===== config.mk =====
export PLATFORM = sky130hd
export DESIGN_NAME = cache_ctrl
export DESIGN_NICKNAME = d
export VERILOG_FILES = /design/src/hw/cache_pkg.sv /design/src/hw/cache_ctrl.sv
export SDC_FILE = /design/constraint.sdc
export NUM_CORES = 1
export LEC_CHECK = 0
export ABC_CLOCK_PERIOD_IN_PS = 1400
export BUFFER_PORTS_ARGS = -buffer_cell sky130_fd_sc_hd__buf_2
export CORE_AREA = 5 5 42 44
export CTS_CLUSTER_SIZE = 30
export DETAILED_ROUTE_END_ITERATION = 10
export DIE_AREA = 0 0 47 49
export PLACE_DENSITY = 0.44
export SKIP_CTS_REPAIR_TIMING = 1
export SLEW_MARGIN = 5
export SYNTH_ARGS = -nofsm -noshare
export SYNTH_HDL_FRONTEND = slang
export SYNTH_SLANG_ARGS = --single-unit
export TNS_END_PERCENT = 10

===== constraint.sdc =====
create_clock -name clk -period 1.4 [get_ports clk]
set_input_delay 0 -clock clk [delete_from_list [all_inputs] [get_ports clk]]
set_output_delay 0 -clock clk [all_outputs]
set_load 0.005 [all_outputs]

===== src/hw/cache_pkg.sv =====
package cache_pkg;

    // cache geometry
    localparam int ADDR_BITS   = 32;
    localparam int LINE_BYTES  = 16;
    localparam int OFFSET_BITS = 4;
    localparam int INDEX_BITS  = 5;
    localparam int TAG_BITS    = ADDR_BITS - INDEX_BITS - OFFSET_BITS;

    // default depth of the memory model, in lines
    localparam int MEM_LINES = 256;

    // address fields
    typedef logic [ADDR_BITS-1:0]            addr_t;
    typedef logic [OFFSET_BITS-1:0]          offset_t;
    typedef logic [INDEX_BITS-1:0]           index_t;
    typedef logic [TAG_BITS-1:0]             tag_t;

    // tag and index together address one line
    typedef logic [TAG_BITS+INDEX_BITS-1:0]  line_addr_t;

    // payloads
    typedef logic [LINE_BYTES*8-1:0]         line_t;
    typedef logic [7:0]                      byte_t;

    // request FSM of the cache controller
    typedef enum logic [1:0] {
        IDLE      = 2'd0,
        LOOKUP    = 2'd1,
        WRITEBACK = 2'd2,
        ALLOCATE  = 2'd3
    } ctrl_state_t;

endpackage


===== src/hw/cache_ctrl.sv =====
module cache_ctrl (
    input  logic clk,
    input  logic reset,
    input  logic cpu_req,
    input  logic cpu_write,
    input  logic line_hit,
    input  logic victim_dirty,
    input  logic mem_done,
    output logic do_write,
    output logic do_fill,
    output logic start_read,
    output logic start_write,
    output logic cpu_done,
    output logic cpu_hit
);
    import cache_pkg::*;

    ctrl_state_t state, next_state;
    // set once the first lookup of a request misses
    logic        missed;

    always_ff @(posedge clk or negedge reset) begin
        if (!reset) begin
            state       <= IDLE;
            missed      <= 1'b0;
            start_read  <= 1'b0;
            start_write <= 1'b0;
        end else begin
            state <= next_state;
            if (state == IDLE && cpu_req) begin
                missed <= 1'b0;
            end else if (state == LOOKUP && !line_hit) begin
                missed <= 1'b1;
            end
            // bus master kicked once on state entry
            start_read  <= (next_state == ALLOCATE) && (state != ALLOCATE);
            start_write <= (next_state == WRITEBACK) && (state != WRITEBACK);
        end
    end

    always_comb begin
        next_state = state;
        case (state)
            IDLE: begin
                if (cpu_req) next_state = LOOKUP;
            end
            LOOKUP: begin
                if (line_hit) begin
                    next_state = IDLE;
                end else if (victim_dirty) begin
                    next_state = WRITEBACK;
                end else begin
                    next_state = ALLOCATE;
                end
            end
            WRITEBACK: begin
                if (mem_done) next_state = ALLOCATE;
            end
            ALLOCATE: begin
                // line is filled in this cycle, lookup again to finish
                if (mem_done) next_state = LOOKUP;
            end
            default: next_state = IDLE;
        endcase
    end

    assign cpu_done = (state == LOOKUP) && line_hit;
    assign cpu_hit  = !missed;
    assign do_write = cpu_done && cpu_write;
    assign do_fill  = (state == ALLOCATE) && mem_done;

    // bus master answers only while a memory request waits on it
    a_mem_done_state: assert property (@(posedge clk) disable iff (!reset)
        mem_done |-> (state == WRITEBACK || state == ALLOCATE));
    // a freshly filled line hits on the lookup that follows
    a_fill_hits: assert property (@(posedge clk) disable iff (!reset)
        do_fill |=> line_hit);

endmodule


==> impl_metrics.env, run 1 <==
export IMPL_status="completed"
export IMPL_finalCritPeriodShare_pct=85.26
export IMPL_route_detailed_drc=0
export IMPL_pin_count=13
export IMPL_synth_edff_count=0
export IMPL_fillCellCount=159
export IMPL_holdCritStartpoint="victim_dirty"
export IMPL_vias=237
export IMPL_clockRootBuffer="clkbuf_4"
export IMPL_irDropWorstVdd_mv=0.5898
export IMPL_drv_cap=0
export IMPL_antenna_found_initial=0
export IMPL_synth_avg_cell_area_um2=10.93
export IMPL_hold_viol_final=0
export IMPL_grt_overflow=0
export IMPL_start_util_pct=17.95
export IMPL_finalHoldWorstSlack_ps=42.97
export IMPL_detail_route_vias_per_cell=4.086
export IMPL_min_period_ps=1194
export IMPL_grt_max_degree=9
export IMPL_netlist_area_leader_share_pct=49.75
export IMPL_yosys_register_bits=5
export IMPL_design_core_area_um2=1401
export IMPL_first_iter_violations=4
export IMPL_track_usage_pct=5.807
export IMPL_synth_distinct_cells=15
export IMPL_fmax_ghz=0.8377
export IMPL_critPathLaunchType="register"
export IMPL_power_frac_clock_pct=25.2
export IMPL_leakage_nw=0.2054
export IMPL_switching_share_pct=32.55
export IMPL_seqPwrFrac_pct=39.7
export IMPL_cts_sinks=5
export IMPL_arrival_ps=1190
export IMPL_clk_pin_slew_ps=40
export IMPL_grt_first_pass_wirelength_um=910
export IMPL_p_sw_mw=0.2146
export IMPL_yosys_top_cells_count="5 x dfrtp_1, 4 x inv_1, 2 x nor2b_1"
export IMPL_cp_end_kind="primary output"
export IMPL_rr_startpoint="state[0]"
export IMPL_synthesis_area_um2=251.5
export IMPL_hpwl_um=459.5
export IMPL_drt_pre_antenna_iters=2
export IMPL_power_internal_mw=0.4446
export IMPL_totalWireLength_um=568
export IMPL_die_w_um=47
export IMPL_crit_fanout=8
export IMPL_synth_nets=30
export IMPL_clock_latency_ps=240
export IMPL_yosysWarnings=0
export IMPL_yosys_area_top_type="dfrtp_1"
export IMPL_required_ps=1400
export IMPL_worst_pin_slew_ps=251.2
export IMPL_skew_ps=3.153
export IMPL_rows=14
export IMPL_io_buffers=12
export IMPL_critical_path_class="register to primary output"
export IMPL_cts_htree_levels=1
export IMPL_post_drt_wl_per_cell_um=9.793
export IMPL_syn_inst=23
export IMPL_rsz0062_at_grt="false"
export IMPL_antenna_cells=0
export IMPL_cts_tree="built"
export IMPL_setup_viol_count_final=0
export IMPL_clk_path_buf_depth=2
export IMPL_slew_viol_final=0
export IMPL_hold_path_class="input pin to register"
export IMPL_die_area_um2=2303
export IMPL_gp_congestion=0.7566
export IMPL_setup_tns_ps=0
export IMPL_dieHeight_um=49
export IMPL_slew_headroom_pct=83.01
export IMPL_drive_above_1_share_pct=45.24
export IMPL_final_nets=50
export IMPL_ys_top_cells_by_area="dfrtp_1 50%, inv_1 6.0%, nor2b_1 5.0%"
export IMPL_cts_made_buffers=3
export IMPL_synth_ff_type="dfrtp_1"
export IMPL_layout_area_overhead_vs_synth_pct=54.23
export IMPL_worstSetupStartpoint="state[1]"
export IMPL_async_flop_share_pct=100.0
export IMPL_ys_seq_area_share_pct=49.75
export IMPL_grt_pass1_vias=239
export IMPL_power_density_nw_per_um2=1699
export IMPL_ant_nets=0
export IMPL_yosysMostFrequentCell="dfrtp_1"
export IMPL_pwr_share_comb_pct=35.1
==> power groups by stage <==
stage	sequential, mW	combinational (mW)	clock, mW
detailed placement	0.262	0.228	0
global route	0.269	0.263	0.188
floorplan	0.250	0.146	0
global placement	0.264	0.228	0
CTS	0.262	0.229	0.174
finish	0.262	0.231	0.166
==> state kept, by name, summed over array words and instances, names as in the netlist <==
register / count
start_read: 1
start_write: 1
missed: 1
state: 2
==> cell usage in the layout (no fill, tap or decap) <==
cell type and n:
a21oi_1 1, and2_1 1, and3_2 1, and3b_1 1, buf_2 12, clkbuf_1 1
clkbuf_4 3, dfrtp_1 5, dlygate4sd3_1 3, inv_1 4, nand2b_1 1, nand2b_2 1
nor2b_1 2, nor3b_2 1, nor4b_1 1, o21ba_2 1, o22ai_1 1, o2bb2ai_1 1
o32a_1 1
==> cells by family after synthesis <==
logic type,share of synthesized area [%]
and+or+nand+nor,28.36
DFF,49.75
AOI/OAI and AO/OA,15.92
buffers and inverters,5.968
==> per-layer routing <==
metal | up-vias | global-route usage (%) | share of wire [%] | routed length [um]
met5 | - | 0 | 0 | 0
met4 | 0 | 1.382 | 0 | 0
met3 | 0 | 7.380 | 13 | 75
met2 | 8 | 8.145 | 45 | 256
met1 | 113 | 5.145 | 42 | 236
li1 | 116 | - | - | -
==> stage by stage <==
| stage | util (%) | total power, mW | worst slack [ps] | instance area (um^2) | std cells |
|---|---|---|---|---|---|
| after CTS | 25.54 | 0.6646 | 186.7 | 357.8 | 55 |
| after global routing | 27.68 | 0.7204 | 121.2 | 387.9 | 58 |
| after floorplan | - | 0.3962 | 408.6 | 251.5 | 23 |
| after global placement | 23.66 | 0.4921 | 371.2 | 331.6 | 51 |
| final | 27.68 | 0.6591 | 206.3 | 387.9 | 58 |
| after detailed placement | 23.66 | 0.4906 | 348.1 | 331.6 | 51 |
==> layout make-up <==
cell class                 count  area (um^2)  share of cell area (%)
sequential                     5        125.1                   32.26
clock buffer                   4        26.28                   6.774
timing repair buffer          15        90.09                   23.23
tap                           16        20.02                   5.161
inverter                       4        15.01                   3.871
multi-input combinational     14        111.4                   28.71
==> final timing paths <==
check / endpoint / slack [ps] / cells past startpoint
worst max-delay path: do_write / 210 / 3
worst min-delay path: start_read / 40 / 3
worst max register to register: state[0] / 340 / 2
worst min register to register: missed / 550 / 2
max in group asynchronous: state[0] / 1170 / 2
min in group asynchronous: start_read / 100 / 2
==> worst max-delay path, cell delays in order (launching register included) <==
cell     delay [ps]
dfrtp_1         470
and3b_1         220
and2_1          150
buf_2           120
No activity file was read; power rests on OpenSTA's default activity.
==> inputs of run 2 (changes only) <==
--- a/config.mk
+++ b/config.mk
@@ -11,7 +11,7 @@
 export CTS_CLUSTER_SIZE = 30
 export DETAILED_ROUTE_END_ITERATION = 10
 export DIE_AREA = 0 0 47 49
-export PLACE_DENSITY = 0.44
+export PLACE_DENSITY_LB_ADDON = 0.05
 export SKIP_CTS_REPAIR_TIMING = 1
 export SLEW_MARGIN = 5
 export SYNTH_ARGS = -nofsm -noshare
==> run 2 against run 1 <==
Net effect: sequential power about the same; global-route usage is 1.2 points higher; core utilization decreased by 0.71 points; combinational power about the same; die area is the same; worst hold slack got worse by 28 ps; routed wire length up 14%; first-iteration DRC count fell by 50%; non-clock buffer count decreased by 1; worst setup slack got worse by 14 ps; critical path type unchanged; critical endpoint unchanged.
==> impl_metrics.env, run 2 (synthesis results as in run 1) <==
export IMPL_status="completed"
export IMPL_cts_htree_levels=1
export IMPL_skew_ps=1.694
export IMPL_first_iter_violations=2
export IMPL_power_density_nw_per_um2=1753
export IMPL_gp_congestion=0.6459
export IMPL_finalCritPeriodShare_pct=86.27
export IMPL_rsz0062_at_grt="false"
export IMPL_antenna_found_initial=0
export IMPL_leakage_nw=0.2012
export IMPL_fmax_ghz=0.8280
export IMPL_hold_depth=3
export IMPL_clockRootBuffer="clkbuf_4"
export IMPL_arrival_ps=1210
export IMPL_critical_path_class="register to primary output"
export IMPL_dieHeight_um=49
export IMPL_irDropWorstVdd_mv=0.7933
export IMPL_drive_above_1_share_pct=46.34
export IMPL_hold_path_class="input pin to register"
export IMPL_detail_route_vias_per_cell=4.070
export IMPL_critPathLaunchType="register"
export IMPL_worst_pin_slew_ps=262.2
export IMPL_drv_cap=0
export IMPL_finalHoldWorstSlack_ps=14.49
export IMPL_final_cell_mix="12 x buf_2, 5 x dfrtp_1, 4 x inv_1"
export IMPL_crit_chain="and3b_1 -> and2_1 -> buf_2"
export IMPL_ant_nets=0
export IMPL_io_buffers=12
export IMPL_min_period_ps=1208
export IMPL_cts_sinks=5
export IMPL_cts_tree="built"
export IMPL_hpwl_um=499.1
export IMPL_rr_endpoint="state[0]"
export IMPL_slew_viol_final=0
export IMPL_hold_end="start_read"
export IMPL_cp_end_kind="primary output"
export IMPL_antenna_cells=0
export IMPL_rr_startpoint="state[0]"
export IMPL_postLayoutCoreUtil_pct=26.96
export IMPL_regArea_um2=125.1
export IMPL_pin_count=13
export IMPL_route_detailed_drc=0
export IMPL_holdCritStartpoint="mem_done"
export IMPL_clk_pin_slew_ps=40
export IMPL_slowest_stage="dfrtp_1"
export IMPL_cpPeakStageDelay_ps=480
export IMPL_clock_latency_ps=240
export IMPL_final_nets=49
export IMPL_largest_reg_flops=2
export IMPL_drt_pre_antenna_iters=4
export IMPL_crit_fanout=8
export IMPL_rows=14
export IMPL_layout_area_overhead_vs_synth_pct=50.25
export IMPL_die_w_um=47
export IMPL_mostFrequentLayoutCell="buf_2"
export IMPL_rrSetupSlack_ps=340
export IMPL_start_util_pct=17.95
export IMPL_post_drt_wl_per_cell_um=11.33
export IMPL_clk_path_buf_depth=2
export IMPL_multiInputGateArea_um2=111.4
export IMPL_setup_tns_ps=0
export IMPL_grt_overflow=0
export IMPL_grt_first_pass_wirelength_mm=1.110
export IMPL_die_area_um2=2303
export IMPL_setup_viol_count_final=0
export IMPL_slew_headroom_pct=82.27
export IMPL_totalWireLength_um=646
export IMPL_track_usage_pct=7.001
export IMPL_hold_viol_final=0
export IMPL_regMostFlops="state"
export IMPL_fillCellCount=164
export IMPL_grt_max_degree=9
export IMPL_r2r_cells=2
export IMPL_vias=232
export IMPL_design_core_area_um2=1401
export IMPL_grt_pass1_vias=231
export IMPL_cts_made_buffers=3
export IMPL_required_ps=1400
[run 2: changes by cell type in the layout (fill, tap and decap cells not counted)]
cell / change
dlygate4sd3_1: -1
[run 2: how the worst max path moves through the flow]
stage,start,endpoint,depth (start not counted)
after CTS,state[1],do_write,3
final,state[1],do_write,3
after floorplan,state[0],state[0],2
after global placement,state[0],state[0],2
after global routing,state[1],do_write,3
after detailed placement,state[0],state[0],2
[run 2: final cells by class]
type / count / share of cell area [%]
multi-input cells: 14 / 29.47
flip-flops and latches: 5 / 33.11
clock buffers: 4 / 6.954
well taps: 16 / 5.298
repair buffers: 14 / 21.19
inverters: 4 / 3.974
[run 2: power breakdown]
group | switching, mW | internal (mW)
sequential | 0.0613 | 0.201
combinational | 0.0958 | 0.134
clock | 0.0623 | 0.108
[run 2: per-stage QoR]
step / power, mW / setup slack (ps) / instances / instance area (um^2)
final: 0.6622 / 192.3 / 57 / 377.9
after detailed placement: 0.4939 / 353.3 / 51 / 331.6
after global placement: 0.4916 / 386.1 / 51 / 331.6
after global routing: 0.7381 / 92.41 / 57 / 377.9
after CTS: 0.6704 / 175.8 / 55 / 357.8
after floorplan: 0.3962 / 408.6 / 23 / 251.5
[run 2: routing by layer]
metal,up-vias,track usage [%],share of wire [%]
li1,115,-,-
met1,108,8.463,40
met2,9,8.824,48
met3,0,7.011,11
met4,0,1.382,0
met5,-,0,0
[run 2: critical path, delay by kind of cell, from the launching register on]
kind / cells / cell delay [ps]
buffers and inverters: 1 / 120
and+or+nand+nor: 2 / 360
DFF: 1 / 480
==> inputs of run 3 (changes only) <==
--- a/config.mk
+++ b/config.mk
@@ -5,6 +5,7 @@
 export SDC_FILE = /design/constraint.sdc
 export NUM_CORES = 1
 export LEC_CHECK = 0
+export ABC_AREA = 1
 export ABC_CLOCK_PERIOD_IN_PS = 1400
 export BUFFER_PORTS_ARGS = -buffer_cell sky130_fd_sc_hd__buf_2
 export CORE_AREA = 5 5 42 44
@@ -17,4 +18,4 @@
 export SYNTH_ARGS = -nofsm -noshare
 export SYNTH_HDL_FRONTEND = slang
 export SYNTH_SLANG_ARGS = --single-unit
-export TNS_END_PERCENT = 10
+export TNS_END_PERCENT = 30
==> run 3 against run 2 <==
Net effect: the flow now finishes with violations (negative hold slack); die area stayed put; via count is 13% higher; critical endpoint unchanged; sequential share of layout area is 0.65 points lower; worst hold slack worse by 27 ps; fmax is 5.2% higher; critical path type unchanged; register-to-register slack better by 40 ps; total power is 15% higher.
==> impl_metrics.env, run 3 <==
export IMPL_totalWireLength_um=623
export IMPL_hpwl_um=544.9
export IMPL_synth_nets=42
export IMPL_regMostFlops="state"
export IMPL_grt_first_pass_wirelength_um=986
export IMPL_yosys_top_cells_count="5 x dfrtp_1, 5 x nand2_1, 5 x nor2_1, 4 x inv_1, 3 x nand3_2"
export IMPL_post_drt_wl_per_cell_um=9.299
export IMPL_detail_route_vias_per_cell=3.910
export IMPL_arrival_ps=1150
export IMPL_cp_end_kind="primary output"
export IMPL_cts_sinks=5
export IMPL_die_w_um=47
export IMPL_netlist_area_leader_share_pct=44.64
export IMPL_pin_count=13
export IMPL_ys_seq_area_share_pct=44.64
export IMPL_skew_ps=3.999
export IMPL_rows=14
export IMPL_largest_reg_flops=2
export IMPL_power_density_nw_per_um2=1981
export IMPL_irDropWorstVdd_mv=0.4768
export IMPL_dieHeight_um=49
export IMPL_gp_congestion=0.7291
export IMPL_worst_pin_slew_ps=299.4
export IMPL_ant_nets=0
export IMPL_slew_viol_final=0
export IMPL_cts_tree="built"
export IMPL_syn_inst=35
export IMPL_cts_htree_levels=1
export IMPL_synthesis_area_um2=280.3
export IMPL_yosys_area_top_type="dfrtp_1"
export IMPL_antenna_found_initial=0
export IMPL_pre_cts_slack_ps=391.8
export IMPL_dp_cells=62
export IMPL_rsz0062_at_grt="false"
export IMPL_hold_viol_final=1
export IMPL_leakage_nw=0.2175
export IMPL_synth_distinct_cells=15
export IMPL_fin_area_um2=385.4
export IMPL_drive_above_1_share_pct=45.10
export IMPL_track_usage_pct=6.351
export IMPL_clock_latency_ps=240
export IMPL_final_cell_mix="12 x buf_2, 5 x nor2_1, 5 x nand2_1, 5 x dfrtp_1, 4 x inv_1"
export IMPL_slew_headroom_pct=80.04
export IMPL_cts_made_buffers=3
export IMPL_required_ps=1400
export IMPL_die_area_um2=2303
export IMPL_finalHoldWorstSlack_ps=-12.05
export IMPL_design_core_area_um2=1401
export IMPL_synth_ff_type="dfrtp_1"
export IMPL_finalCritPeriodShare_pct=82.03
export IMPL_setup_viol_count_final=0
export IMPL_clk_pin_slew_ps=50
export IMPL_crit_fanout=9
export IMPL_yosysWarnings=0
export IMPL_min_period_ps=1148
export IMPL_mostFrequentLayoutCell="buf_2"
export IMPL_critPathLaunchType="register"
export IMPL_grt_pass1_vias=261
export IMPL_fillCellCount=165
export IMPL_grt_overflow=0
export IMPL_placed_area_um2=349.1
export IMPL_drt_pre_antenna_iters=3
export IMPL_fin_cells=67
export IMPL_io_buffers=12
export IMPL_grt_max_degree=10
export IMPL_clk_path_buf_depth=2
export IMPL_vias=262
export IMPL_layout_area_overhead_vs_synth_pct=37.50
export IMPL_yosys_register_bits=5
export IMPL_antenna_cells=0
export IMPL_finalWorstSetupSlack_ps=251.6
export IMPL_setup_tns_ps=0
export IMPL_synth_avg_cell_area_um2=8.008
export IMPL_final_nets=59
export IMPL_async_flop_share_pct=100.0
export IMPL_start_util_pct=20.00
export IMPL_route_detailed_drc=0
export IMPL_fmax_ghz=0.8708
export IMPL_clockRootBuffer="clkbuf_4"
export IMPL_drv_cap=0
export IMPL_status="complete, but fails checks"
export IMPL_ys_top_cells_by_area="dfrtp_1 45%, nand3_2 11%, nand2_1 6.7%"
export IMPL_critical_path_class="register to primary output"
export IMPL_violations="negative hold slack"
export IMPL_synth_edff_count=0
export IMPL_hold_path_class="input pin to register"
export IMPL_first_iter_violations=6
[run 3: cell count changes after synthesis, moves of 2 or more]
cell	previous run	this run
nand2_1	0	5
nand3_2	0	3
nand3_1	0	2
nor2_1	0	5
nor2_2	0	2
nor2b_1	2	0
inv_2	0	2
[run 3: final timing paths]
check / slack, ps / depth (start not counted) / end / startpoint
max in group asynchronous: 1160 / 2 / start_write / reset
hold / removal: -10 / 2 / missed / line_hit
setup reg to reg: 380 / 4 / start_read / state[0]
hold reg to reg: 490 / 2 / missed / missed
min in group asynchronous: 110 / 2 / start_read / reset
setup / recovery: 250 / 3 / do_write / state[0]
[run 3: report_power, final]
| group | internal, mW | switching, mW | leakage, nW |
|---|---|---|---|
| combinational | 0.138 | 0.176 | 0.143 |
| sequential | 0.210 | 0.0754 | 0.0599 |
| clock | 0.108 | 0.0565 | 0.0150 |
[run 3: cell families after synthesis]
| family | share of synthesized area [%] |
|---|---|
| flops | 44.64 |
| compound gates | 3.568 |
| simple gates | 38.40 |
| buf+inv | 13.39 |
[run 3: per-stage QoR]
stage | power, mW | utilization, %
6_report | 0.7635 | 27.50
5_1_grt | 0.8454 | 27.50
4_1_cts | 0.7814 | 26.79
3_5_place_dp | 0.6076 | 24.91
3_3_place_gp | 0.6109 | 24.91
2_1_floorplan | 0.5273 | -
[run 3: area by class of cell]
class | instances | area, um^2 | share of cell area [%]
multi-input combinational | 22 | 117.6 | 30.52
clock buffer | 4 | 26.28 | 6.818
inverter | 7 | 26.28 | 6.818
sequential | 5 | 125.1 | 32.47
tap | 16 | 20.02 | 5.195
timing repair buffer | 13 | 70.07 | 18.18
[run 3: worst max-delay path: stages (launching register included)]
cell	delay, ps
dfrtp_1	510
nand3_2	180
nor2_1	110
buf_2	120
[run 3: layer usage]
| metal | wire length, um | share of wire (%) | vias up | GRT usage (%) |
|---|---|---|---|---|
| met5 | 0 | 0 | - | 0 |
| met4 | 19 | 3.0 | 0 | 8.295 |
| met3 | 57 | 9.1 | 2 | 2.214 |
| met2 | 300 | 48 | 10 | 9.050 |
| met1 | 246 | 39 | 112 | 5.752 |
| li1 | - | - | 138 | - |
